[config.mk]
export PLATFORM = sky130hd
export DESIGN_NAME = mul
export DESIGN_NICKNAME = d
export VERILOG_FILES = /design/src/rtl/isa_pkg.sv /design/src/rtl/core_pkg.sv /design/src/rtl/mul.sv
export SDC_FILE = /design/constraint.sdc
export NUM_CORES = 1
export LEC_CHECK = 0
export BUFFER_PORTS_ARGS = -buffer_cell sky130_fd_sc_hd__buf_2
export CORE_ASPECT_RATIO = 1.75
export CORE_MARGIN = 3
export CORE_UTILIZATION = 50
export CTS_CLUSTER_SIZE = 28
export DETAILED_ROUTE_END_ITERATION = 10
export PLACE_DENSITY = 0.67
export SLEW_MARGIN = 25
export SYNTH_ARGS = -nofsm -noshare
export SYNTH_HDL_FRONTEND = slang
export SYNTH_SLANG_ARGS = --single-unit
[constraint.sdc]
create_clock -name clock -period 7.2 [get_ports clock]
set_input_delay 0 -clock clock [delete_from_list [all_inputs] [get_ports clock]]
set_output_delay 0 -clock clock [all_outputs]
set_load 0.02 [all_outputs]
[src/rtl/isa_pkg.sv]
package isa_pkg;

    //////////////////////////////
    // operand selects
    //////////////////////////////

    typedef enum logic [1:0] {
        opa_is_rs1  = 2'h0,  // physical source a
        opa_is_pc   = 2'h1,
        opa_is_zero = 2'h2
    } opa_select_t;

    typedef enum logic [1:0] {
        opb_is_rs2   = 2'h0,  // physical source b
        opb_is_i_imm = 2'h1,  // sign extended 12 bit
        opb_is_u_imm = 2'h2   // upper 20 bits
    } opb_select_t;

    // functions seen by both units
    typedef enum logic [3:0] {
        alu_add = 4'h0,
        alu_sub = 4'h1,
        alu_and = 4'h2,
        alu_or  = 4'h3,
        alu_xor = 4'h4,
        alu_sll = 4'h5,
        alu_srl = 4'h6,
        alu_slt = 4'h7,  // signed compare
        alu_mul = 4'h8   // low word only
    } alu_func_t;

    typedef enum logic {
        fu_alu = 1'b0,
        fu_mul = 1'b1
    } fu_type_t;

    //////////////////////////////
    // instruction word views
    //////////////////////////////

    typedef struct packed {
        logic [11:0] imm;
        logic [4:0]  rs1;
        logic [2:0]  funct3;
        logic [4:0]  rd;
        logic [6:0]  opcode;
    } i_format_t;

    typedef struct packed {
        logic [19:0] imm;
        logic [4:0]  rd;
        logic [6:0]  opcode;
    } u_format_t;

    // same 32 bits, read per immediate kind
    typedef union packed {
        i_format_t i;
        u_format_t u;
    } inst_t;

endpackage

[src/rtl/core_pkg.sv]
package core_pkg;

    //////////////////////////////
    // core sizes
    //////////////////////////////

    localparam int xlen        = 32;
    localparam int prf_size    = 64;  // preg 0 hardwired zero
    localparam int prf_len     = 6;
    localparam int rob_size    = 8;
    localparam int rob_len     = 3;
    localparam int rs_alu_size = 4;
    localparam int rs_mul_size = 2;

    //////////////////////////////
    // packets between blocks
    //////////////////////////////

    // renamed instruction from the front end
    typedef struct packed {
        logic                  valid;
        logic [xlen-1:0]       pc;
        isa_pkg::inst_t        inst;
        isa_pkg::opa_select_t  opa_select;
        isa_pkg::opb_select_t  opb_select;
        isa_pkg::alu_func_t    alu_func;
        isa_pkg::fu_type_t     fu_type;
        logic [prf_len-1:0]    opa_preg_idx;
        logic [prf_len-1:0]    opb_preg_idx;
        logic [prf_len-1:0]    dest_preg_idx;
    } id_packet_t;

    typedef struct packed {
        logic                  valid;
        logic                  opa_ready;
        logic [xlen-1:0]       opa_value;
        logic                  opb_ready;
        logic [xlen-1:0]       opb_value;
        logic [prf_len-1:0]    opa_preg_idx;  // wake-up tag a
        logic [prf_len-1:0]    opb_preg_idx;  // wake-up tag b
        logic [prf_len-1:0]    dest_preg_idx;
        logic [rob_len-1:0]    rob_idx;
        isa_pkg::alu_func_t    alu_func;
    } rs_entry_t;

    typedef struct packed {
        logic [xlen-1:0]       opa_value;
        logic [xlen-1:0]       opb_value;
        isa_pkg::alu_func_t    alu_func;
        logic [prf_len-1:0]    dest_preg_idx;
        logic [rob_len-1:0]    rob_idx;
    } fu_packet_t;

    typedef struct packed {
        logic                  valid;
        logic [prf_len-1:0]    dest_preg_idx;
        logic [rob_len-1:0]    rob_idx;
        logic [xlen-1:0]       value;
    } cdb_packet_t;

    typedef struct packed {
        logic                  valid;
        logic [prf_len-1:0]    dest_preg_idx;
        logic [xlen-1:0]       value;
    } commit_packet_t;

endpackage

[src/rtl/mul.sv]
`timescale 1ns/1ps

module mul (
    input  logic                  clock,
    input  logic                  reset,
    input  logic                  issue,
    input  core_pkg::fu_packet_t  fu_packet,
    output core_pkg::cdb_packet_t result
);

    logic [2:0]                   stage_valid;
    logic [core_pkg::prf_len-1:0] stage_dest [3];
    logic [core_pkg::rob_len-1:0] stage_rob  [3];
    logic [core_pkg::xlen-1:0]    stage_sum  [3];  // running low word
    logic [core_pkg::xlen-1:0]    opa_q      [2];
    logic [core_pkg::xlen-1:0]    opb_q      [2];
    logic [core_pkg::xlen-1:0]    cross_hl;
    logic [core_pkg::xlen-1:0]    cross_lh;

    // cross terms only count in the upper half of the low word
    assign cross_hl = opa_q[0][31:16] * opb_q[0][15:0];
    assign cross_lh = opa_q[1][15:0] * opb_q[1][31:16];

    always_ff @(posedge clock) begin
        if (reset)
            stage_valid <= '0;
        else
            stage_valid <= {stage_valid[1:0], issue};  // never stops
    end

    always_ff @(posedge clock) begin
        // stage 0, low halves
        stage_sum[0]  <= fu_packet.opa_value[15:0] * fu_packet.opb_value[15:0];
        opa_q[0]      <= fu_packet.opa_value;
        opb_q[0]      <= fu_packet.opb_value;
        stage_dest[0] <= fu_packet.dest_preg_idx;
        stage_rob[0]  <= fu_packet.rob_idx;
        // stage 1, a high times b low
        stage_sum[1]  <= stage_sum[0] + {cross_hl[15:0], 16'h0000};
        opa_q[1]      <= opa_q[0];
        opb_q[1]      <= opb_q[0];
        stage_dest[1] <= stage_dest[0];
        stage_rob[1]  <= stage_rob[0];
        // stage 2, a low times b high
        stage_sum[2]  <= stage_sum[1] + {cross_lh[15:0], 16'h0000};
        stage_dest[2] <= stage_dest[1];
        stage_rob[2]  <= stage_rob[1];
    end

    assign result.valid         = stage_valid[2];
    assign result.dest_preg_idx = stage_dest[2];
    assign result.rob_idx       = stage_rob[2];
    assign result.value         = stage_sum[2];

endmodule

==> results.cfg <==
[critical_path]
required_ns = 7.66
critPathKind = flop to flop
critPathCaptureType = flop
cp.arrival_ns = 6.87
crit_fanout = 15
crit_path_start_kind = flop

[drt]
route.detailed.drc = 0
met2WireLength_mm = 29.3
wirelength_met1_mm = 18.4
wl_per_cell_um = 17.2
drt-initial-drc-count = 595
finalWirelength_mm = 52.3
wl_met3_mm = 1.92
ant_nets = 0
routed.top_layer = met4
vias = 15600
firstDrtPassIters = 5
vias_per_cell = 5.14

[layout]
drive_gt1_share_pct = 6.83
area_growth_pct = 10.3
regArea_um2 = 4440
multiInputGateArea_um2 = 15700
fin_nets = 3127
antenna_cells = 0
fillers = 3903

[sta]
fin_crit_sh_pct = 89.0
hold_viol_final = 0
drv_slew = 0
rsz0062_at_grt = no
max_slew_margin_pct = 48.9
period_minus_slack_ns = 6.41
tns_ns = 0
finalSetupViolCount = 0
fmax_mhz = 156
tightestPinTransition_ns = 0.759
clock_skew_ns = 0.0187

[die]
dieArea_um2 = 47500
die_y_um = 286
rows = 102
chipWidth_um = 166
io_pins = 122
coreArea_um2 = 44300
start_util_pct = 50.7

[placed_design]
place.detailed.hpwl_mm = 41.7
gp_congestion = 0.858
portBuffers = 117

[synthesis]
synth_area_leaders = fa_1 32%, dfxtp_1 20%, ha_1 13%
synth_top_area_share_pct = 31.8
synth_most_common_cell = inv_1
synth.distinct_cells = 54
synthesis.area_um2 = 22400
ys_ff_latch = 222
ys_top_cells_by_count = 471 x inv_1, 356 x fa_1, 276 x and2_1, 268 x nand2_1, 234 x ha_1
avgSynthCellArea_um2 = 9.58
syn-num-nets = 3012
synth_edf_count = 0
yosysWarnings = 0
yosysTopAreaCell = fa_1
ys.flop_type = dfxtp_1
synth-async-reset-ratio_pct = 0
netlist_instances = 2342
seq_area_frac_synth_pct = 19.8

[clock_network]
path_clk_slew_ns = 0.07
cts_tree = done
ctsRootBufferMaster = clkbuf_16
cts-buffers-inserted = 23
cts_setup_buffers = 0
cts_buffer_depth = 3
insertion_delay_ns = 0.54
ctsHtreeMaxLevel = 1
cts.sinks = 222
cts-resized-gates = 0

[hold_path]
hold_path_class = input port to flop

[global_route]
antenna_found_initial = 1
grt-ovfl-total = 0
grt_first_pass_wirelength_mm = 87.1
grt_pass1_vias = 17400
grt.total_usage_pct = 22.6
grt_max_degree = 18

[run_status]
status = complete, no violations

[job]
maxCapViolations = 0
## registers in the layout (all words and copies together) (netlist names)
name,cells
opa_q,48
opb_q,48
stage_dest,18
stage_rob,9
stage_sum,96
stage_valid,3
## layout make-up
type	count	share of cell area [%]
Multi-Input combinational cell	1546	63.4
Clock buffer	28	2.48
Inverter	471	7.15
Tap cell	572	2.89
Sequential cell	222	18.0
Clock inverter	13	0.703
Timing Repair Buffer	193	5.43
## placed cells by master, fill, tap and decap left out, types with 12 or more instances in the layout
master         Yosys  layout
nor2b_1           14      14
nand2_1          268     268
dfxtp_1          222     222
buf_2              2     117
and2_1           276     276
a21o_1            33      33
dlygate4sd3_1      0      75
inv_1            471     471
clkbuf_16          0      23
ha_1             234     234
a31oi_1           12      12
xnor2_1          101     101
nand3_1           13      13
nor3_1            13      13
xor2_1            30      30
o21a_1            12      12
fa_1             356     356
a21oi_1           56      56
nor2_1            31      31
o21ai_0           20      20
## cell families after synthesis
| kind of cell | synth area share [%] |
|---|---|
| adder cells (fa/ha/maj) | 44.8 |
| AND/OR/NAND/NOR | 14.8 |
| multiplexers | 0.0446 |
| XOR/XNOR | 5.11 |
| buffers and inverters | 10.3 |
| AO/OA/AOI/OAI | 5.14 |
| flip-flops | 19.8 |
## through the flow
stage          instance area, um2  utilization, %  hold WS [ns]  worst slack [ns]  std cells
2_1_floorplan               22400               -        0.0277              1.41       2342
3_3_place_gp                23200            52.4         0.102             0.914       2929
3_5_place_dp                23200            52.4         0.104             0.812       2929
4_1_cts                     24700            55.9        0.0801             0.781       3045
5_1_grt                     24700            55.9        0.0918             0.494       3045
6_report                    24700            55.9        0.0978             0.792       3045
## critical path, stage by stage, from the launching register on
cell and delay (ns):
dfxtp_1 0.73, nand2_1 0.17, fa_1 0.53, fa_1 0.60, fa_1 0.46, fa_1 0.56
inv_1 0.05, fa_1 0.48, inv_1 0.05, fa_1 0.48, inv_1 0.06, ha_1 0.36
and3_1 0.18, a21oi_1 0.16, nand3b_1 0.11, xor2_1 0.17, ha_1 0.29, o21a_1 0.11
nor2_1 0.04, a21oi_1 0.23, a31oi_1 0.16, xnor2_1 0.23, xnor2_1 0.14
## repair_timing
| item | in CTS | in global routing |
|---|---|---|
| endpoints found under the setup margin | 0 | 0 |
| endpoints found under the hold margin | 77 | 0 |
| hold buffers | 75 | 0 |
## path summary, 6_finish.rpt
path / from / to / slack, ns / cells past startpoint
max: opb_q[0][1] / stage_sum[0][63] / 0.79 / 22
min: fu_packet[38] / opb_q[0][25] / 0.1 / 2
max reg2reg: opb_q[0][1] / stage_sum[0][63] / 0.79 / 22
min reg2reg: stage_sum[0][12] / stage_sum[0][44] / 0.32 / 0
## per-layer routing
metal / track usage [%] / vias to the layer above
met5: 0 / -
met1: 24.3 / 7833
met2: 44.3 / 396
met3: 1.89 / 160
met4: 10.7 / 0
li1: - / 7250
Power is left out: the tool's default activity adds up to more than one toggle a clock period on the data nets, which glitch-free logic cannot reach.
