--- src/rtl/isa_pkg.sv ---
package isa_pkg;

    //////////////////////////////
    // operand selects
    //////////////////////////////

    typedef enum logic [1:0] {
        opa_is_rs1  = 2'h0,  // physical source a
        opa_is_pc   = 2'h1,
        opa_is_zero = 2'h2
    } opa_select_t;

    typedef enum logic [1:0] {
        opb_is_rs2   = 2'h0,  // physical source b
        opb_is_i_imm = 2'h1,  // sign extended 12 bit
        opb_is_u_imm = 2'h2   // upper 20 bits
    } opb_select_t;

    // functions seen by both units
    typedef enum logic [3:0] {
        alu_add = 4'h0,
        alu_sub = 4'h1,
        alu_and = 4'h2,
        alu_or  = 4'h3,
        alu_xor = 4'h4,
        alu_sll = 4'h5,
        alu_srl = 4'h6,
        alu_slt = 4'h7,  // signed compare
        alu_mul = 4'h8   // low word only
    } alu_func_t;

    typedef enum logic {
        fu_alu = 1'b0,
        fu_mul = 1'b1
    } fu_type_t;

    //////////////////////////////
    // instruction word views
    //////////////////////////////

    typedef struct packed {
        logic [11:0] imm;
        logic [4:0]  rs1;
        logic [2:0]  funct3;
        logic [4:0]  rd;
        logic [6:0]  opcode;
    } i_format_t;

    typedef struct packed {
        logic [19:0] imm;
        logic [4:0]  rd;
        logic [6:0]  opcode;
    } u_format_t;

    // same 32 bits, read per immediate kind
    typedef union packed {
        i_format_t i;
        u_format_t u;
    } inst_t;

endpackage

--- src/rtl/core_pkg.sv ---
package core_pkg;

    //////////////////////////////
    // core sizes
    //////////////////////////////

    localparam int xlen        = 32;
    localparam int prf_size    = 64;  // preg 0 hardwired zero
    localparam int prf_len     = 6;
    localparam int rob_size    = 8;
    localparam int rob_len     = 3;
    localparam int rs_alu_size = 4;
    localparam int rs_mul_size = 2;

    //////////////////////////////
    // packets between blocks
    //////////////////////////////

    // renamed instruction from the front end
    typedef struct packed {
        logic                  valid;
        logic [xlen-1:0]       pc;
        isa_pkg::inst_t        inst;
        isa_pkg::opa_select_t  opa_select;
        isa_pkg::opb_select_t  opb_select;
        isa_pkg::alu_func_t    alu_func;
        isa_pkg::fu_type_t     fu_type;
        logic [prf_len-1:0]    opa_preg_idx;
        logic [prf_len-1:0]    opb_preg_idx;
        logic [prf_len-1:0]    dest_preg_idx;
    } id_packet_t;

    typedef struct packed {
        logic                  valid;
        logic                  opa_ready;
        logic [xlen-1:0]       opa_value;
        logic                  opb_ready;
        logic [xlen-1:0]       opb_value;
        logic [prf_len-1:0]    opa_preg_idx;  // wake-up tag a
        logic [prf_len-1:0]    opb_preg_idx;  // wake-up tag b
        logic [prf_len-1:0]    dest_preg_idx;
        logic [rob_len-1:0]    rob_idx;
        isa_pkg::alu_func_t    alu_func;
    } rs_entry_t;

    typedef struct packed {
        logic [xlen-1:0]       opa_value;
        logic [xlen-1:0]       opb_value;
        isa_pkg::alu_func_t    alu_func;
        logic [prf_len-1:0]    dest_preg_idx;
        logic [rob_len-1:0]    rob_idx;
    } fu_packet_t;

    typedef struct packed {
        logic                  valid;
        logic [prf_len-1:0]    dest_preg_idx;
        logic [rob_len-1:0]    rob_idx;
        logic [xlen-1:0]       value;
    } cdb_packet_t;

    typedef struct packed {
        logic                  valid;
        logic [prf_len-1:0]    dest_preg_idx;
        logic [xlen-1:0]       value;
    } commit_packet_t;

endpackage

--- src/rtl/rob.sv ---
`timescale 1ns/1ps

module rob (
    input  logic                          clock,
    input  logic                          reset,
    input  logic                          dispatch_accept,
    input  logic [core_pkg::prf_len-1:0]  dest_preg_idx,
    input  core_pkg::cdb_packet_t         cdb,
    output logic [core_pkg::rob_len-1:0]  rob_tail,
    output logic                          rob_full,
    output core_pkg::commit_packet_t      commit
);

    logic [core_pkg::rob_size-1:0] done;
    logic [core_pkg::prf_len-1:0]  dest  [core_pkg::rob_size];
    logic [core_pkg::xlen-1:0]     value [core_pkg::rob_size];
    logic [core_pkg::rob_len-1:0]  head;
    logic [core_pkg::rob_len:0]    count;  // one extra bit for full
    logic                          retire;

    assign retire   = (count != '0) && done[head];
    assign rob_full = (count == (core_pkg::rob_len+1)'(core_pkg::rob_size));

    //////////////////////////////
    // pointers and done bits
    //////////////////////////////

    always_ff @(posedge clock) begin
        if (reset) begin
            head         <= '0;
            rob_tail     <= '0;
            count        <= '0;
            done         <= '0;
            commit.valid <= 1'b0;
        end else begin
            if (cdb.valid)
                done[cdb.rob_idx] <= 1'b1;
            if (dispatch_accept) begin
                done[rob_tail] <= 1'b0;
                rob_tail       <= rob_tail + 1'b1;  // wraps at 8
            end
            if (retire)
                head <= head + 1'b1;
            case ({dispatch_accept, retire})
                2'b10:   count <= count + 1'b1;
                2'b01:   count <= count - 1'b1;
                default: count <= count;  // none or both
            endcase
            commit.valid <= retire;
        end
    end

    // entry payload and commit report
    always_ff @(posedge clock) begin
        if (dispatch_accept)
            dest[rob_tail] <= dest_preg_idx;
        if (cdb.valid)
            value[cdb.rob_idx] <= cdb.value;
        commit.dest_preg_idx <= dest[head];
        commit.value         <= value[head];
    end

endmodule

--- config.mk ---
export PLATFORM = sky130hd
export DESIGN_NAME = rob
export DESIGN_NICKNAME = d
export VERILOG_FILES = /design/src/rtl/isa_pkg.sv /design/src/rtl/core_pkg.sv /design/src/rtl/rob.sv
export SDC_FILE = /design/constraint.sdc
export NUM_CORES = 1
export LEC_CHECK = 0
export ABC_AREA = 1
export BUFFER_PORTS_ARGS = -buffer_cell sky130_fd_sc_hd__buf_2
export CORE_ASPECT_RATIO = 2
export CORE_UTILIZATION = 45
export DETAILED_ROUTE_END_ITERATION = 12
export PLACE_DENSITY = 0.59
export REMOVE_ABC_BUFFERS = 1
export SETUP_SLACK_MARGIN = 0.3
export SYNTH_ARGS = -nofsm -noshare
export SYNTH_HDL_FRONTEND = slang
export SYNTH_SLANG_ARGS = --single-unit
--- constraint.sdc ---
create_clock -name clock -period 3.6 [get_ports clock]
set_input_delay 0.36 -clock clock [delete_from_list [all_inputs] [get_ports clock]]
set_output_delay 0.36 -clock clock [all_outputs]
set_load 0.01 [all_outputs]
==> summary.txt <==
Power and ir drop
  – Peak VDD IR: 0.000456 V
  – Internal power: 6930 uW
  – Net Sw Frac: 23.0%
  – Psw: 2080 uW
  – Gate power share: 9.6%
  – Leakage Power: 0.00552 uW
  – Total Power: 9010 uW
  – Reg power frac: 53.6%
  – Clock share of power: 36.8%
  – Power per cell area: 585 nW/um^2

Job
  – Max Cap Viol: 0

Critical path
  – FF-to-FF End: count[2]$_SDFFE_PP0P_
  – CP endpoint kind: register
  – Worst path depth: 14
  – Setup CP Type: register to register
  – Worst setup path end: count[2]$_SDFFE_PP0P_
  – Critical Path RT: 4.05 ns
  – Reg2reg start: head[1]$_SDFFE_PP0N_
  – Slowest CP cell: buf_4
  – CP bufs+invs: 4
  – Delay-heaviest family, CP: buffers and inverters
  – Worst Setup SP: head[1]$_SDFFE_PP0N_
  – R2R Setup Slk: 1.18 ns
  – CP arrival: 2.87 ns
  – CP peak stage delay: 0.36 ns
  – Crit start category: register
  – R2R depth: 14
  – Critical Path Fanout Max: 32
  – CP cell instances: buf_4 -> nand3_1 -> nand3_1 -> nand3_2 -> inv_1 -> ha_1 -> nand2_1 -> inv_1 -> nor2_1 -> ha_1 -> a21oi_1 -> xnor2_1 -> o21ai_0 -> inv_1
  – Most used cell, CP: inv_1

Timing
  – Worst slew pin tran: 1.07 ns
  – Post-Route Setup TNS: 0 ns
  – Max Clock Skew: 0.00680 ns
  – Final Slew Violations: 0
  – Fmax: 0.413 GHz
  – Final worst-path cycle share: 67.3%
  – RSZ-0062 raised after global routing: no
  – Max-slew headroom: 28.4%
  – Final hold slack: 0.0425 ns
  – Min cycle time layout: 2.42 ns
  – Final setup viols: 0
  – Fin. Hold Viols: 0

Drt
  – # DRC: 2
  – Via-per-instance ratio: 5.30
  – DRT Wirelength: 28.6 mm
  – DR vias: 8267
  – Wire per inst: 18.3 um
  – ANT nets after route: 0
  – DR pass1 iterations: 11
  – 1st-iter DRT viols: 560

Final layout
  – Nets: 1226
  – Most common cell after layout, fill and taps aside: edfxtp_1
  – Most frequent cells in the layout: edfxtp_1 (304), nor2_1 (206), nand2_1 (144)
  – Ant diodes: 0
  – Layout cell share with drive strength beyond 1: 15.6%
  – Filler cells: 2599
  – Layout Area Growth over Synthesis: 12.7%

Clock tree
  – Post-CTS setup buffers: 0
  – TritonCTS clock tree: built
  – Post-CTS Resized: 0
  – Reg clk slew, reported paths: 0.06 ns
  – Clk_lat worst skew: 0.56 ns
  – Max Root-Sink Buffers: 3
  – H-tree Lvls: 1
  – CTS Buf Count: 30
  – Hold bufs inserted after CTS: 0
  – Clk root buf: clkbuf_16
  – Sink Count: 361

Die
  – Die area: 31100 um^2
  – Die Ht: 249 um
  – Starting Density: 45.5%
  – Placeable Area: 30100 um^2
  – DIE WIDTH: 125 um
  – Std-Cell Rows: 90
  – Number of I/O pins: 94

Global route
  – Total Routing Usage GR: 18.8%
  – Initial antenna violation count: 2
  – Vias in the first global route: 8175
  – Largest net degree at the start of global routing: 95
  – Total grt overflow: 0
  – Global-route wire length before repair: 45.0 mm

Status
  – Violated checks: design-rule violations
  – Status: finished with violations

Min path
  – Class of the worst hold path: input port to register
  – Hold-critical path depth: 2

Synthesis
  – Warnings from Yosys: 0
  – Cell variety after synth: 28
  – Syn Area/Cell: 12.5 um^2
  – Synth Register Bits: 361
  – Cells after Synth: 1092
  – Sequential fraction of the synthesis area: 75.1%
  – Post-Syn Area: 13700 um^2

Place
  – GPL Wtd Cong: 0.808
  – DP Wirelength: 15.6 mm
  – PortBufs: 87
-- layer usage --
layer	up-vias	global-route usage (%)	part of all wire, %
met1	4033	22.4	40
met3	56	2.86	4.3
met2	180	34.3	53
li1	3994	-	-
met5	-	0	0.084
met4	4	5.99	2.6
-- power groups by stage --
stage	clock, uW	sequential, uW	combinational, uW
6_report	3320	4820	865
5_1_grt	3550	4840	977
4_1_cts	3390	4830	880
3_5_place_dp	0	4920	877
3_3_place_gp	0	4910	861
2_1_floorplan	0	5010	420
-- how the worst min path moves through the flow --
stage,start,endpoint
final,reset,count[0]$_SDFFE_PP0P_
after detailed placement,done[6]$_SDFF_PP0_,done[6]$_SDFF_PP0_
after global placement,done[6]$_SDFF_PP0_,done[6]$_SDFF_PP0_
after floorplan,reset,rob_tail[0]$_SDFFE_PP0P_
after global routing,reset,count[0]$_SDFFE_PP0P_
after CTS,reset,count[0]$_SDFFE_PP0P_
-- cell type report --
cell class	count	area, um^2	share of cell area, %
tap	368	460	2.99
sequential	361	10300	66.7
clock buffer	42	877	5.69
timing repair buffer	106	578	3.75
inverter	27	104	0.674
multi-input combinational	644	2970	19.3
clock inverter	13	140	0.910
-- kinds of logic (layout without fill, tap and decap cells) --
family                     Yosys count  count (layout)  share of synthesized area, %
and+or+nand+nor                    388             388                          11.2
DFF                                361             361                          75.1
AOI/OAI and AO/OA                  247             247                          9.39
xor gates and xnor gates             4               4                         0.256
buffers and inverters               87             188                          3.62
adders and majority gates            5               5                         0.457
-- synthesized netlist by cell type --
cell | instances | area, um^2
edfxtp_1 | 304 | 9130
nor2_1 | 214 | 803
nand2_1 | 144 | 541
o21ai_0 | 99 | 495
o21ai_1 | 66 | 330
dfxtp_1 | 57 | 1140
a21oi_1 | 44 | 220
a31oi_1 | 38 | 238
inv_1 | 25 | 93.8
clkbuf_1 | 24 | 90.1
buf_2 | 16 | 80.1
nor2_2 | 15 | 93.8
buf_6 | 11 | 124
nand3_1 | 9 | 45.0
ha_1 | 5 | 62.6
buf_4 | 4 | 30.0
buf_8 | 3 | 45.0
xor2_1 | 3 | 26.3
nand3_2 | 2 | 20.0
and2_1 | 1 | 6.26
buf_12 | 1 | 20.0
clkbuf_2 | 1 | 5.00
clkinv_1 | 1 | 3.75
inv_2 | 1 | 3.75
nand4_1 | 1 | 6.26
nor4_1 | 1 | 6.26
or2_2 | 1 | 6.26
xnor2_1 | 1 | 8.76
-- sequential cells by signal, indices dropped and copies added, names as in the netlist --
name and cells:
head 3, rob_tail 3, value 256, count 4, commit 39, dest 48, done 8
-- worst reg2reg max path, stage by stage (launching register included) --
cell	delay (ns)
dfxtp_2	0.34
buf_4	0.36
nand3_1	0.14
nand3_1	0.16
nand3_2	0.14
inv_1	0.10
ha_1	0.24
nand2_1	0.07
inv_1	0.07
nor2_1	0.05
ha_1	0.18
a21oi_1	0.16
xnor2_1	0.10
o21ai_0	0.14
inv_1	0.05
-- per-stage QoR --
step / area [um^2] / setup WS [ns] / instances / utilization (%)
after floorplan: 13300 / -2.70 / 1032 / -
after global placement: 14400 / 1.25 / 1506 / 47.9
after detailed placement: 14400 / 1.17 / 1506 / 47.9
after CTS: 15400 / 1.18 / 1561 / 51.2
after global routing: 15400 / 0.946 / 1561 / 51.2
final: 15400 / 1.18 / 1561 / 51.2
Power figures use the tool's default switching activity.
