File: src/rtl/isa_pkg.sv
package isa_pkg;

    //////////////////////////////
    // operand selects
    //////////////////////////////

    typedef enum logic [1:0] {
        opa_is_rs1  = 2'h0,  // physical source a
        opa_is_pc   = 2'h1,
        opa_is_zero = 2'h2
    } opa_select_t;

    typedef enum logic [1:0] {
        opb_is_rs2   = 2'h0,  // physical source b
        opb_is_i_imm = 2'h1,  // sign extended 12 bit
        opb_is_u_imm = 2'h2   // upper 20 bits
    } opb_select_t;

    // functions seen by both units
    typedef enum logic [3:0] {
        alu_add = 4'h0,
        alu_sub = 4'h1,
        alu_and = 4'h2,
        alu_or  = 4'h3,
        alu_xor = 4'h4,
        alu_sll = 4'h5,
        alu_srl = 4'h6,
        alu_slt = 4'h7,  // signed compare
        alu_mul = 4'h8   // low word only
    } alu_func_t;

    typedef enum logic {
        fu_alu = 1'b0,
        fu_mul = 1'b1
    } fu_type_t;

    //////////////////////////////
    // instruction word views
    //////////////////////////////

    typedef struct packed {
        logic [11:0] imm;
        logic [4:0]  rs1;
        logic [2:0]  funct3;
        logic [4:0]  rd;
        logic [6:0]  opcode;
    } i_format_t;

    typedef struct packed {
        logic [19:0] imm;
        logic [4:0]  rd;
        logic [6:0]  opcode;
    } u_format_t;

    // same 32 bits, read per immediate kind
    typedef union packed {
        i_format_t i;
        u_format_t u;
    } inst_t;

endpackage

File: src/rtl/core_pkg.sv
package core_pkg;

    //////////////////////////////
    // core sizes
    //////////////////////////////

    localparam int xlen        = 32;
    localparam int prf_size    = 64;  // preg 0 hardwired zero
    localparam int prf_len     = 6;
    localparam int rob_size    = 8;
    localparam int rob_len     = 3;
    localparam int rs_alu_size = 4;
    localparam int rs_mul_size = 2;

    //////////////////////////////
    // packets between blocks
    //////////////////////////////

    // renamed instruction from the front end
    typedef struct packed {
        logic                  valid;
        logic [xlen-1:0]       pc;
        isa_pkg::inst_t        inst;
        isa_pkg::opa_select_t  opa_select;
        isa_pkg::opb_select_t  opb_select;
        isa_pkg::alu_func_t    alu_func;
        isa_pkg::fu_type_t     fu_type;
        logic [prf_len-1:0]    opa_preg_idx;
        logic [prf_len-1:0]    opb_preg_idx;
        logic [prf_len-1:0]    dest_preg_idx;
    } id_packet_t;

    typedef struct packed {
        logic                  valid;
        logic                  opa_ready;
        logic [xlen-1:0]       opa_value;
        logic                  opb_ready;
        logic [xlen-1:0]       opb_value;
        logic [prf_len-1:0]    opa_preg_idx;  // wake-up tag a
        logic [prf_len-1:0]    opb_preg_idx;  // wake-up tag b
        logic [prf_len-1:0]    dest_preg_idx;
        logic [rob_len-1:0]    rob_idx;
        isa_pkg::alu_func_t    alu_func;
    } rs_entry_t;

    typedef struct packed {
        logic [xlen-1:0]       opa_value;
        logic [xlen-1:0]       opb_value;
        isa_pkg::alu_func_t    alu_func;
        logic [prf_len-1:0]    dest_preg_idx;
        logic [rob_len-1:0]    rob_idx;
    } fu_packet_t;

    typedef struct packed {
        logic                  valid;
        logic [prf_len-1:0]    dest_preg_idx;
        logic [rob_len-1:0]    rob_idx;
        logic [xlen-1:0]       value;
    } cdb_packet_t;

    typedef struct packed {
        logic                  valid;
        logic [prf_len-1:0]    dest_preg_idx;
        logic [xlen-1:0]       value;
    } commit_packet_t;

endpackage

File: src/rtl/rs.sv
`timescale 1ns/1ps

module rs #(
    parameter int rs_size = 4
) (
    input  logic                  clock,
    input  logic                  reset,
    input  logic                  dispatch,
    input  core_pkg::rs_entry_t   rs_entry_in,
    input  core_pkg::cdb_packet_t cdb,
    input  logic                  stall,  // unit cannot take work
    output logic                  full,
    output logic                  issue,
    output core_pkg::fu_packet_t  fu_packet
);

    core_pkg::rs_entry_t           entries [rs_size];
    logic [rs_size-1:0]            occupied;
    logic [$clog2(rs_size)-1:0]    alloc_idx;
    logic [$clog2(rs_size)-1:0]    issue_idx;
    logic                          issue_found;

    // priority scan, walking down so the lowest index wins
    always_comb begin
        issue_found = 1'b0;
        issue_idx   = '0;
        alloc_idx   = '0;
        for (int i = rs_size - 1; i >= 0; i--) begin
            occupied[i] = entries[i].valid;
            if (entries[i].valid && entries[i].opa_ready && entries[i].opb_ready) begin
                issue_found = 1'b1;
                issue_idx   = ($clog2(rs_size))'(i);
            end
            if (!entries[i].valid)
                alloc_idx = ($clog2(rs_size))'(i);  // lowest free
        end
    end

    assign full  = &occupied;
    assign issue = issue_found && !stall;

    assign fu_packet.opa_value     = entries[issue_idx].opa_value;
    assign fu_packet.opb_value     = entries[issue_idx].opb_value;
    assign fu_packet.alu_func      = entries[issue_idx].alu_func;
    assign fu_packet.dest_preg_idx = entries[issue_idx].dest_preg_idx;
    assign fu_packet.rob_idx       = entries[issue_idx].rob_idx;

    //////////////////////////////
    // wake-up, issue, allocate
    //////////////////////////////

    always_ff @(posedge clock) begin
        if (reset) begin
            for (int i = 0; i < rs_size; i++)
                entries[i].valid <= 1'b0;
        end else begin
            for (int i = 0; i < rs_size; i++) begin
                // ready operands keep their value, tag may be stale
                if (cdb.valid && !entries[i].opa_ready &&
                    entries[i].opa_preg_idx == cdb.dest_preg_idx) begin
                    entries[i].opa_ready <= 1'b1;
                    entries[i].opa_value <= cdb.value;
                end
                if (cdb.valid && !entries[i].opb_ready &&
                    entries[i].opb_preg_idx == cdb.dest_preg_idx) begin
                    entries[i].opb_ready <= 1'b1;
                    entries[i].opb_value <= cdb.value;
                end
            end
            if (issue)
                entries[issue_idx].valid <= 1'b0;  // slot freed
            if (dispatch)
                entries[alloc_idx] <= rs_entry_in;  // never full here
        end
    end

endmodule

File: config.mk
export PLATFORM = sky130hd
export DESIGN_NAME = rs
export DESIGN_NICKNAME = d
export VERILOG_FILES = /design/src/rtl/isa_pkg.sv /design/src/rtl/core_pkg.sv /design/src/rtl/rs.sv
export SDC_FILE = /design/constraint.sdc
export NUM_CORES = 1
export LEC_CHECK = 0
export ABC_AREA = 0
export BUFFER_PORTS_ARGS = -buffer_cell sky130_fd_sc_hd__buf_2
export CORE_ASPECT_RATIO = 1.4
export CORE_MARGIN = 8
export CORE_UTILIZATION = 40
export CTS_CLUSTER_SIZE = 14
export DETAILED_ROUTE_END_ITERATION = 8
export MAX_ROUTING_LAYER = met4
export PLACE_DENSITY_LB_ADDON = 0.25
export SYNTH_ARGS = -nofsm -noshare
export SYNTH_HDL_FRONTEND = slang
export SYNTH_SLANG_ARGS = --single-unit
File: constraint.sdc
create_clock -name clock -period 4.1 [get_ports clock]
set_clock_uncertainty 0.05 [all_clocks]
set_input_delay 0.615 -clock clock [delete_from_list [all_inputs] [get_ports clock]]
set_output_delay 0.615 -clock clock [all_outputs]
set_load 0.01 [all_outputs]
==> flow_metrics.py <==
metrics = {
    "outcome": {
        "outcome": "completed",
    },
    "logic_synthesis": {
        "ys_ff_latch": 368,
        "async_reset_ff_share_pct": 0,
        "avgSynthCellArea_um2": 13.43,
        "yosysTopAreaCell": "edfxtp_1",
        "yosysTopAreaCellShare_pct": 60.73,
        "synthDistinctLibCells": 39,
        "synth-edff-count": 368,
        "synth_flop_cell": "edfxtp_1",
        "syn-cell-area_um2": 18200,
        "synth_area_leaders": "edfxtp_1, mux2_2, a221o_1, and4_1, o41ai_1",
        "synth_nets": 1493,
        "synth_cells": 1355,
        "ys_seq_area_share_pct": 60.73,
        "ys_warn_count": 0,
    },
    "clock_tree": {
        "cts.htree.levels": 2,
        "ctsResizeCount": 0,
        "clockBufferDepth": 3,
        "hold_buffers": 0,
        "path_clk_slew_ns": 0.06,
        "clk_latency_ns": 0.53,
        "cts_tree": "yes",
        "cts_root_buffer": "clkbuf_16",
        "numCtsBuffers": 37,
        "cts_sinks": 368,
        "post_cts_buffers": 0,
    },
    "die": {
        "die_h_um": 268.4,
        "die_w_um": 196.3,
        "design.core.area_um2": 45010,
        "die-area_um2": 52670,
        "num_rows": 92,
        "io_pins": 217,
        "start_util_pct": 40.43,
    },
    "critical_path": {
        "path_depth": 6,
        "cp_top_family": "buffers and inverters",
        "crit_start": "entries[1][57]",
        "start_kind": "register",
        "rrSetupSlack_ns": 1.36,
        "required_ns": 3.43,
        "ff2ff_path_depth": 6,
        "critical_path_buf_inv_count": 3,
        "cpPeakStageDelay_ns": 0.42,
        "crit_path_max_fanout": 34,
        "timing.rr.start": "entries[1][91]",
        "crit_type": "reg -> out",
        "worst_setup_path_end_kind": "output pin",
        "worstPathArrival_ns": 2.85,
        "r2r-end": "entries[2][84]",
        "path_cells": "buf_4 -> nand3_4 -> buf_4 -> and4_1 -> a221o_1 -> buf_2",
        "worstSetupEndpoint": "fu_packet[19]",
        "cpMostUsedCell": "buf_4",
        "cp_slowest_cell": "buf_4",
    },
    "placement": {
        "hpwlAfterDp_mm": 31.22,
        "place_congestion": 0.7985,
        "io_buffer_count": 213,
        "dpl_worst_slack_ns": 1.110,
    },
    "cells_and_area": {
        "n_fill_cell": 4004,
        "largest_reg_flops": 368,
        "post-route-util_pct": 46.89,
        "drive_gt1_share_pct": 32.83,
        "top_register": "entries",
        "nNetsFinal": 1647,
        "syn2layout_area_growth_pct": 15.97,
        "top_regs": "entries (368)",
    },
    "route": {
        "post_drt_wl_per_cell_um": 25.09,
        "totalWireLength_mm": 54.09,
        "drt-vias-per-instance": 5.782,
        "drc": 0,
        "ant_nets": 0,
        "drtPass1Iterations": 5,
        "vias": 12470,
        "drtIter0Drc": 986,
    },
    "timing": {
        "period_minus_slack_ns": 3.510,
        "max_slew.worst_pin.slew_ns": 1.116,
        "fmax_ghz": 0.2849,
        "rsz0062_at_grt": "no",
        "hold_violations": 0,
        "max_slew_margin_pct": 25.63,
        "setup_ws_ns": 0.5896,
        "fin_tns_setup_ns": 0,
        "hold_slack_ns": 0.2550,
        "maxSlewViolCount": 0,
        "finalSetupViolCount": 0,
        "fin_crit_sh_pct": 85.62,
    },
    "power": {
        "p_leak_nw": 7.510,
        "ir_worst_vdd_mv": 0.3011,
        "p_int_mw": 6.463,
        "clkPwrFrac_pct": 40.5,
        "combPwrFrac_pct": 8.0,
        "p_sw_mw": 1.804,
        "sw_frac_of_total_pct": 21.83,
        "powerDensity_nw_per_um2": 391.7,
        "pwr-share-seq_pct": 51.5,
    },
    "hold_path": {
        "min_path_type": "in -> reg",
    },
    "global_routing": {
        "grt_pass1_wl_mm": 80.34,
        "antenna_found_initial": 14,
        "grt_pass1_vias": 12640,
        "grt_max_degree": 97,
        "grt_overflow_total": 0,
        "grtUsageTotal_pct": 20.57,
    },
    "run": {
        "maxCapViolCount": 0,
    },
}
stage by stage:
| step | total power, mW | area [µm²] | cells |
|---|---|---|---|
| floorplan | 4.698 | 18230 | 1355 |
| global placement | 4.989 | 19920 | 2081 |
| detailed placement | 5.006 | 19920 | 2081 |
| CTS | 8.333 | 21060 | 2140 |
| global route | 8.502 | 21100 | 2154 |
| finish | 8.267 | 21100 | 2156 |
layer usage:
metal,up-vias,global-route usage [%],part of all wire (%)
met5,-,-,0
met3,74,3.984,6.0
li1,5663,-,-
met1,6357,24.64,41
met2,371,34.22,51
met4,0,7.533,2.6
cell type report:
type,instances,area [µm²],area share (%)
antenna,16,40.04,0.1897
clock buffer,43,948.4,4.494
clock inverter,16,200.2,0.9486
inverter,81,311.5,1.476
multi-input combinational,773,6372,30.20
sequential,368,11050,52.36
tap,611,764.5,3.622
timing repair buffer,248,1416,6.711
cells in the final DEF (no fill, tap or decap), types with 4 or more instances in the layout:
cell / n
buf_12: 7
o31ai_4: 7
and4_1: 77
mux2_2: 187
nand3_1: 8
a221o_1: 77
o41ai_1: 77
nand2_1: 162
nand4_1: 83
mux2_1: 5
buf_4: 28
nand2b_1: 8
or3_1: 4
inv_1: 78
xor2_1: 10
clkinv_1: 7
xnor2_1: 38
diode_2: 16
clkbuf_1: 6
clkbuf_16: 37
buf_2: 213
nor3_1: 4
bufinv_16: 5
and2_1: 4
edfxtp_1: 368
power by group through the flow:
stage               clock network (mW)  logic [mW]  registers (mW)
finish                            3.35       0.659            4.26
CTS                               3.41       0.666            4.26
floorplan                            0       0.363            4.33
global route                      3.53       0.710            4.27
detailed placement                   0       0.664            4.34
global placement                     0       0.651            4.34
synthesized netlist by cell type (5+ instances only):
cell type and count:
edfxtp_1 368, mux2_2 187, nand2_1 162, nand4_1 83
clkbuf_1 81, inv_1 78, a221o_1 77, and4_1 77
o41ai_1 77, xnor2_1 38, buf_2 31, nand3_1 11
xor2_1 10, buf_4 8, buf_6 8, nand2b_1 8
o31ai_1 6, buf_1 5, mux2_1 5
worst min path at each step:
stage	cells past startpoint	end	slack, ns	startpoint
floorplan	0	entries[0][0]	0.66	rs_entry_in[0]
global placement	1	entries[2][90]	0.62	entries[2][90]
detailed placement	1	entries[2][90]	0.63	entries[2][90]
CTS	1	entries[0][8]	0.24	rs_entry_in[8]
global route	1	entries[3][19]	0.25	rs_entry_in[19]
finish	1	entries[2][22]	0.26	rs_entry_in[22]
kinds of logic (layout without fill, tap and decap cells):
logic type / Yosys count / after routing / synth area share, %
flip-flops: 368 / 368 / 60.73
AND/OR/NAND/NOR: 367 / 367 / 11.41
buffers and inverters: 214 / 388 / 5.129
multiplexers: 192 / 192 / 11.88
AO/OA/AOI/OAI: 166 / 166 / 8.540
XOR/XNOR: 48 / 48 / 2.310
other: 0 / 16 / 0
No activity file was read; power rests on OpenSTA's default activity.
