[src/rtl/isa_pkg.sv]
package isa_pkg;

    //////////////////////////////
    // operand selects
    //////////////////////////////

    typedef enum logic [1:0] {
        opa_is_rs1  = 2'h0,  // physical source a
        opa_is_pc   = 2'h1,
        opa_is_zero = 2'h2
    } opa_select_t;

    typedef enum logic [1:0] {
        opb_is_rs2   = 2'h0,  // physical source b
        opb_is_i_imm = 2'h1,  // sign extended 12 bit
        opb_is_u_imm = 2'h2   // upper 20 bits
    } opb_select_t;

    // functions seen by both units
    typedef enum logic [3:0] {
        alu_add = 4'h0,
        alu_sub = 4'h1,
        alu_and = 4'h2,
        alu_or  = 4'h3,
        alu_xor = 4'h4,
        alu_sll = 4'h5,
        alu_srl = 4'h6,
        alu_slt = 4'h7,  // signed compare
        alu_mul = 4'h8   // low word only
    } alu_func_t;

    typedef enum logic {
        fu_alu = 1'b0,
        fu_mul = 1'b1
    } fu_type_t;

    //////////////////////////////
    // instruction word views
    //////////////////////////////

    typedef struct packed {
        logic [11:0] imm;
        logic [4:0]  rs1;
        logic [2:0]  funct3;
        logic [4:0]  rd;
        logic [6:0]  opcode;
    } i_format_t;

    typedef struct packed {
        logic [19:0] imm;
        logic [4:0]  rd;
        logic [6:0]  opcode;
    } u_format_t;

    // same 32 bits, read per immediate kind
    typedef union packed {
        i_format_t i;
        u_format_t u;
    } inst_t;

endpackage

[src/rtl/core_pkg.sv]
package core_pkg;

    //////////////////////////////
    // core sizes
    //////////////////////////////

    localparam int xlen        = 32;
    localparam int prf_size    = 64;  // preg 0 hardwired zero
    localparam int prf_len     = 6;
    localparam int rob_size    = 8;
    localparam int rob_len     = 3;
    localparam int rs_alu_size = 4;
    localparam int rs_mul_size = 2;

    //////////////////////////////
    // packets between blocks
    //////////////////////////////

    // renamed instruction from the front end
    typedef struct packed {
        logic                  valid;
        logic [xlen-1:0]       pc;
        isa_pkg::inst_t        inst;
        isa_pkg::opa_select_t  opa_select;
        isa_pkg::opb_select_t  opb_select;
        isa_pkg::alu_func_t    alu_func;
        isa_pkg::fu_type_t     fu_type;
        logic [prf_len-1:0]    opa_preg_idx;
        logic [prf_len-1:0]    opb_preg_idx;
        logic [prf_len-1:0]    dest_preg_idx;
    } id_packet_t;

    typedef struct packed {
        logic                  valid;
        logic                  opa_ready;
        logic [xlen-1:0]       opa_value;
        logic                  opb_ready;
        logic [xlen-1:0]       opb_value;
        logic [prf_len-1:0]    opa_preg_idx;  // wake-up tag a
        logic [prf_len-1:0]    opb_preg_idx;  // wake-up tag b
        logic [prf_len-1:0]    dest_preg_idx;
        logic [rob_len-1:0]    rob_idx;
        isa_pkg::alu_func_t    alu_func;
    } rs_entry_t;

    typedef struct packed {
        logic [xlen-1:0]       opa_value;
        logic [xlen-1:0]       opb_value;
        isa_pkg::alu_func_t    alu_func;
        logic [prf_len-1:0]    dest_preg_idx;
        logic [rob_len-1:0]    rob_idx;
    } fu_packet_t;

    typedef struct packed {
        logic                  valid;
        logic [prf_len-1:0]    dest_preg_idx;
        logic [rob_len-1:0]    rob_idx;
        logic [xlen-1:0]       value;
    } cdb_packet_t;

    typedef struct packed {
        logic                  valid;
        logic [prf_len-1:0]    dest_preg_idx;
        logic [xlen-1:0]       value;
    } commit_packet_t;

endpackage

[src/rtl/cdb_arbiter.sv]
`timescale 1ns/1ps

module cdb_arbiter (
    input  core_pkg::cdb_packet_t alu_result,
    input  core_pkg::cdb_packet_t mul_result,
    output logic                  alu_grant,
    output core_pkg::cdb_packet_t cdb
);

    // mul pipeline has no stall, so it always wins
    assign alu_grant = alu_result.valid && !mul_result.valid;

    always_comb begin
        if (mul_result.valid)
            cdb = mul_result;
        else if (alu_grant)
            cdb = alu_result;
        else
            cdb = '0;  // idle bus
    end

endmodule

[config.mk]
export PLATFORM = sky130hd
export DESIGN_NAME = cdb_arbiter
export DESIGN_NICKNAME = d
export VERILOG_FILES = /design/src/rtl/isa_pkg.sv /design/src/rtl/core_pkg.sv /design/src/rtl/cdb_arbiter.sv
export SDC_FILE = /design/constraint.sdc
export NUM_CORES = 1
export LEC_CHECK = 0
export BUFFER_PORTS_ARGS = -buffer_cell sky130_fd_sc_hd__buf_4
export CELL_PAD_IN_SITES_DETAIL_PLACEMENT = 1
export CELL_PAD_IN_SITES_GLOBAL_PLACEMENT = 1
export CORE_MARGIN = 5
export CORE_UTILIZATION = 13
export DETAILED_ROUTE_END_ITERATION = 16
export PLACE_DENSITY_LB_ADDON = 0.15
export SYNTH_ARGS = -nofsm -noshare
export SYNTH_HDL_FRONTEND = slang
export SYNTH_SLANG_ARGS = --single-unit
[constraint.sdc]
create_clock -name vclk -period 2.7
set_clock_uncertainty 0.05 [all_clocks]
set_input_delay 0.54 -clock vclk [all_inputs]
set_output_delay 0.54 -clock vclk [all_outputs]
set_load 0.01 [all_outputs]
==> reports/metrics.yaml, run 1 <==
yosys.area.top_type: "a22o_1"
die_x_um: 74.0
criticalPathCategory: "in2out"
dp_cells: 222
grt_pass1_vias: 1021
synthMostInstantiatedCell: "a22o_1"
seq_cell_count: 0
core_area_um2: 4000
overflow: 0
initialDrtViolationCount: 21
grt_max_degree: 44
n_antenna_cell: 0
die_h_um: 74.0
max_freq_ghz: 0.462
status: "finished clean"
postCtsSetupBuffers: 0
synthCells: 53
initial_core_util: 0.133
ir_drop_mv: 0.0553
postCtsHoldBufs: 0
portBuffers: 127
drcViolationCount: 0
gp_congestion: 0.672
drive_gt1_frac: 0.756
rsz0062_at_grt: "no"
syn_nets: 137
hold_violations: 0
min_period_over_period: 0.802
power.leakage_nw: 0.788
synthTopCellsByCount: "a22o_1 (41), buf_12 (5), dlymetal6s2s_1 (3)"
avgSynthCellArea_um2: 10.1
hp-class: "in2out"
via_per_inst: 4.34
rows: 23
ys_types: 7
cp.required_ns: 2.11
antenna_found_initial: 0
firstDrtPassIters: 2
wl_met2_um: 1820
die_area_um2: 5480
endpoint_kind: "primary output"
wl_um: 3390
ant_nets: 0
dr_total_vias: 963
finalSetupViolCount: 0
route.met3.wl_um: 431
instances_no_fill: 222
relSlewSlack: 0.699
crit_fanout: 43
maxCapViolations: 0
synth_top_area_share: 0.674
areaGrowthSynthToFinish_pct: 165
routedWlPerCell_um: 15.3
dr.max_layer_used: "met3"
num_io_pins: 127
power-per-cell-area_nw_per_um2: 186
startpoint_type: "primary input"
wl_met1_um: 1140
register_area_um2: 0
fillCellCount: 489
postLayoutCoreUtil: 0.353
syn_area_um2: 533
finalCriticalPeriod_ns: 2.17
cts.repair.resized: 0
arrival_ns: 1.58
synth.top_cells.by_area: "a22o_1 (67%), buf_12 (19%), dlymetal6s2s_1 (7.0%)"
grt_pass1_wl_um: 4930
worst_slew_pin_slew_ns: 0.452
fin_nets: 258
ys_seq_area_frac: 0
final.setup.tns_ns: 0
final_max_slew_viol_count: 0
hold_depth: 3
yosys_warnings: 0
clkbuf_count: 0
grt_usage: 0.107
## where the power goes
group / switching (mW) / total, mW / internal, mW / leakage [nW]
clock: 0 / 0 / 0 / 0
sequential: 0 / 0 / 0 / 0
combinational: 0.0933 / 0.262 / 0.168 / 0.788
total: 0.0933 / 0.262 / 0.168 / 0.788
## cell type report
cell class	count	area [um^2]	area share
Tap cell	50	62.6	0.0444
Timing Repair Buffer	129	968	0.687
Multi-Input combinational cell	43	379	0.269
## placed cells by master, fill, tap and decap left out, drive strengths merged
cell type / n
or2: 1
nor2b: 1
a22o: 41
buf: 129
## stage by stage
step	hold slack [ns]	instance area (um^2)	worst slack, ns	power [mW]
finish	1.31	1410	0.535	0.262
global route	1.34	1410	0.462	0.282
CTS	1.32	1410	0.521	0.267
detailed placement	1.32	1410	0.522	0.266
global placement	1.31	1410	0.569	0.262
floorplan	1.15	533	0.936	0.110
## critical path, cell delays in order
cell and delay (ns):
buf_4 0.38, nor2b_4 0.07, buf_4 0.21, a22o_1 0.21, buf_4 0.15
## cell families (layout without fill, tap and decap cells)
logic type,Yosys count,count (layout),synth area share
simple gates,2,2,0.0376
buf+inv,10,129,0.289
compound gates,41,41,0.674
## path summary, 6_finish.rpt
check | from | end | slack [ns]
worst max-delay path | mul_result[41] | cdb[30] | 0.53
worst min-delay path | alu_result[41] | cdb[41] | 1.31
## metal layers
layer | vias to the layer above | track usage
met4 | 0 | 0
met5 | - | 0
met2 | 61 | 0.207
li1 | 469 | -
met1 | 433 | 0.126
met3 | 0 | 0.0270
No activity file was read; power rests on OpenSTA's default activity.
==> inputs of run 2 (changes only) <==
- ABC_AREA: unset -> 1
- CORE_UTILIZATION: 13 -> 15
- clock period: 2.7 -> 2.2 ns (I/O delays scaled with it)
==> run 2 against run 1 <==
Non-clock buffer count fell by 1. Count of clock-buffer cells in the layout did not move. Worst setup slack lost 0.065 ns. Design area increased by 18%. Die area increased by 20%. Utilization down 0.63 points. Hold slack worse by 0.21 ns. Critical path type unchanged. Critical endpoint is now cdb[2]. Highest routed layer unchanged.
==> reports/metrics.yaml, run 2 <==
ant_nets: 0  # unchanged
cts.repair.resized: 0  # unchanged
critical-path-top-delay-family: "buffers and inverters"
final_max_slew_viol_count: 0  # unchanged
worst_slew_pin_slew_ns: 0.529  # +0.0768 ns
num_io_pins: 127  # unchanged
multi_input_comb_area_um2: 596  # +57%
die_h_um: 81.0  # +9.4%
finalCriticalPeriod_ns: 1.73
yosys.area.top_type: "nand2_1"
p_sw_frac: 0.431  # +0.0739
crit_buf_inv: 2  # -1
min_from: "mul_result[40]"
areaGrowthSynthToFinish_pct: 121
synth_top_area_share: 0.412  # -0.261
ys_types: 9  # +2
syn_area_um2: 756  # +42%
min_to: "cdb[40]"
grt_max_degree: 43  # -2.3%
fillCellCount: 661  # +35%
path_cells: "buf_4, nand3_1, nand2_1, buf_4"
rows: 25  # +8.7%
final.setup.tns_ns: 0  # unchanged
crit_slowest_cell: "buf_4"
dr_total_vias: 1299  # +35%
initialDrtViolationCount: 18  # -14%
gp_congestion: 0.732  # +8.9%
hp-class: "in2out"
startpoint_type: "primary input"
via_per_inst: 4.03  # -7.0%
fin_nets: 341  # +32%
power-per-cell-area_nw_per_um2: 207  # +11%
cp.depth: 4  # -1
drcViolationCount: 0  # unchanged
synth.top_cells.by_area: "nand2_1 (41%), nand3_2 (20%), nand3_1 (17%)"
hold_ws_ns: 1.11  # -0.208 ns
dpl_cell_area_um2: 1670  # +18%
die_x_um: 81.0  # +9.4%
relSlewSlack: 0.648  # -0.0512
postCtsSetupBuffers: 0  # unchanged
seqPwrFrac: 0  # unchanged
hold_violations: 0  # unchanged
seq_cell_count: 0  # unchanged
criticalPathCategory: "in2out"
stdcell_area_um2: 1670  # +18%
clockPowerShare: 0  # unchanged
grt_pass1_wl_um: 6180  # +25%
cp_common_cell: "buf_4"
max_freq_ghz: 0.578
hold_depth: 4  # +1
status: "finished clean"
yosys_warnings: 0  # unchanged
maxCapViolations: 0  # unchanged
avgSynthCellArea_um2: 5.36  # -47%
die_area_um2: 6560  # +20%
antenna_found_initial: 0  # unchanged
finalSetupViolCount: 0  # unchanged
synthTopCellsByCount: "nand2_1 (83), nand3_1 (26), nand3_2 (15), buf_4 (8), buf_6 (4)"
final_cell_mix: "buf_4 (127), nand2_1 (83), nand3_1 (26)"
grt_usage: 0.114  # +0.00632
rsz0062_at_grt: "no"
crit_fanout: 42  # -2.3%
intPower_mw: 0.196  # +17%
ir_drop_mv: 0.0650  # +17%
synthMostInstantiatedCell: "nand2_1"
firstDrtPassIters: 4  # +2
power.leakage_nw: 1.00  # +28%
arrival_ns: 1.24  # -0.34 ns
cp.required_ns: 1.71  # -0.40 ns
wl_um: 4100  # +21%
final_common_cell: "buf_4"
drive_gt1_frac: 0.565  # -0.191
ys_seq_area_frac: 0  # unchanged
routedWlPerCell_um: 12.7  # -16%
core_area_um2: 4820  # +20%
p_switching_mw: 0.149  # +59%
postCtsHoldBufs: 0  # unchanged
initial_core_util: 0.157  # +0.0236
clkbuf_count: 0  # unchanged
combPwrFrac: 1.000  # about the same
slowest_delay_ns: 0.44  # +0.06 ns
syn_nets: 225  # +64%
synthCells: 141  # +170%
hpwlAfterDp_um: 3250
register_area_um2: 0  # unchanged
min_period_over_period: 0.787
overflow: 0  # unchanged
n_antenna_cell: 0  # unchanged
portBuffers: 127  # unchanged
grt_pass1_vias: 1377  # +35%
endpoint_kind: "primary output"
run 2: cell types whose count changed in the layout (fill, tap and decap cells not counted), moves of 2 or more:
cell,previous run,this run
a22o_1,41,0
nand3_1,0,26
buf_4,129,127
nand2_1,0,83
nand3_2,0,15
run 2: power by group through the flow:
stage                     combinational (mW)  sequential (mW)  clock (mW)
final                                  0.345                0           0
after global routing                   0.380                0           0
after CTS                              0.352                0           0
after detailed placement               0.351                0           0
after global placement                 0.348                0           0
after floorplan                        0.147                0           0
run 2: cell type report:
cell class | count | share of cell area
Timing Repair Buffer | 128 | 0.584
Multi-Input combinational cell | 125 | 0.357
Tap cell | 67 | 0.0503
Inverter | 2 | 0.00900
run 2: worst max path at each step:
stage | from | to | slack (ns)
5_1_grt | alu_result[41] | cdb[23] | 0.37
4_1_cts | alu_result[41] | cdb[21] | 0.45
2_1_floorplan | alu_result[41] | alu_grant | 0.79
3_3_place_gp | alu_result[41] | cdb[10] | 0.46
6_report | alu_result[41] | cdb[2] | 0.47
3_5_place_dp | alu_result[41] | cdb[8] | 0.46
run 2: worst min-delay path, stage by stage:
cell and delay, ns:
buf_4 0.08, nand2_1 0.04, nand2_1 0.05, buf_4 0.11
run 2: layer usage:
metal  up-vias  track usage  wire length, um
met5         -            0                0
met3         0       0.0466              526
li1        679            -                -
met1       553        0.134             1580
met2        67        0.205             2000
met4         0            0                0
run 2: cells by family (layout without fill, tap and decap cells):
logic type,Yosys count,count (layout),share of synthesized area
simple gates,125,125,0.788
buf+inv,16,130,0.212
run 2: stage by stage:
stage                     total power, mW   util  cells  setup slack (ns)
after floorplan                     0.147      -    141             0.795
after global placement              0.348  0.346    322             0.464
after detailed placement            0.351  0.346    322             0.456
after CTS                           0.352  0.346    322             0.454
after global routing                0.380  0.346    322             0.371
final                               0.345  0.346    322             0.470
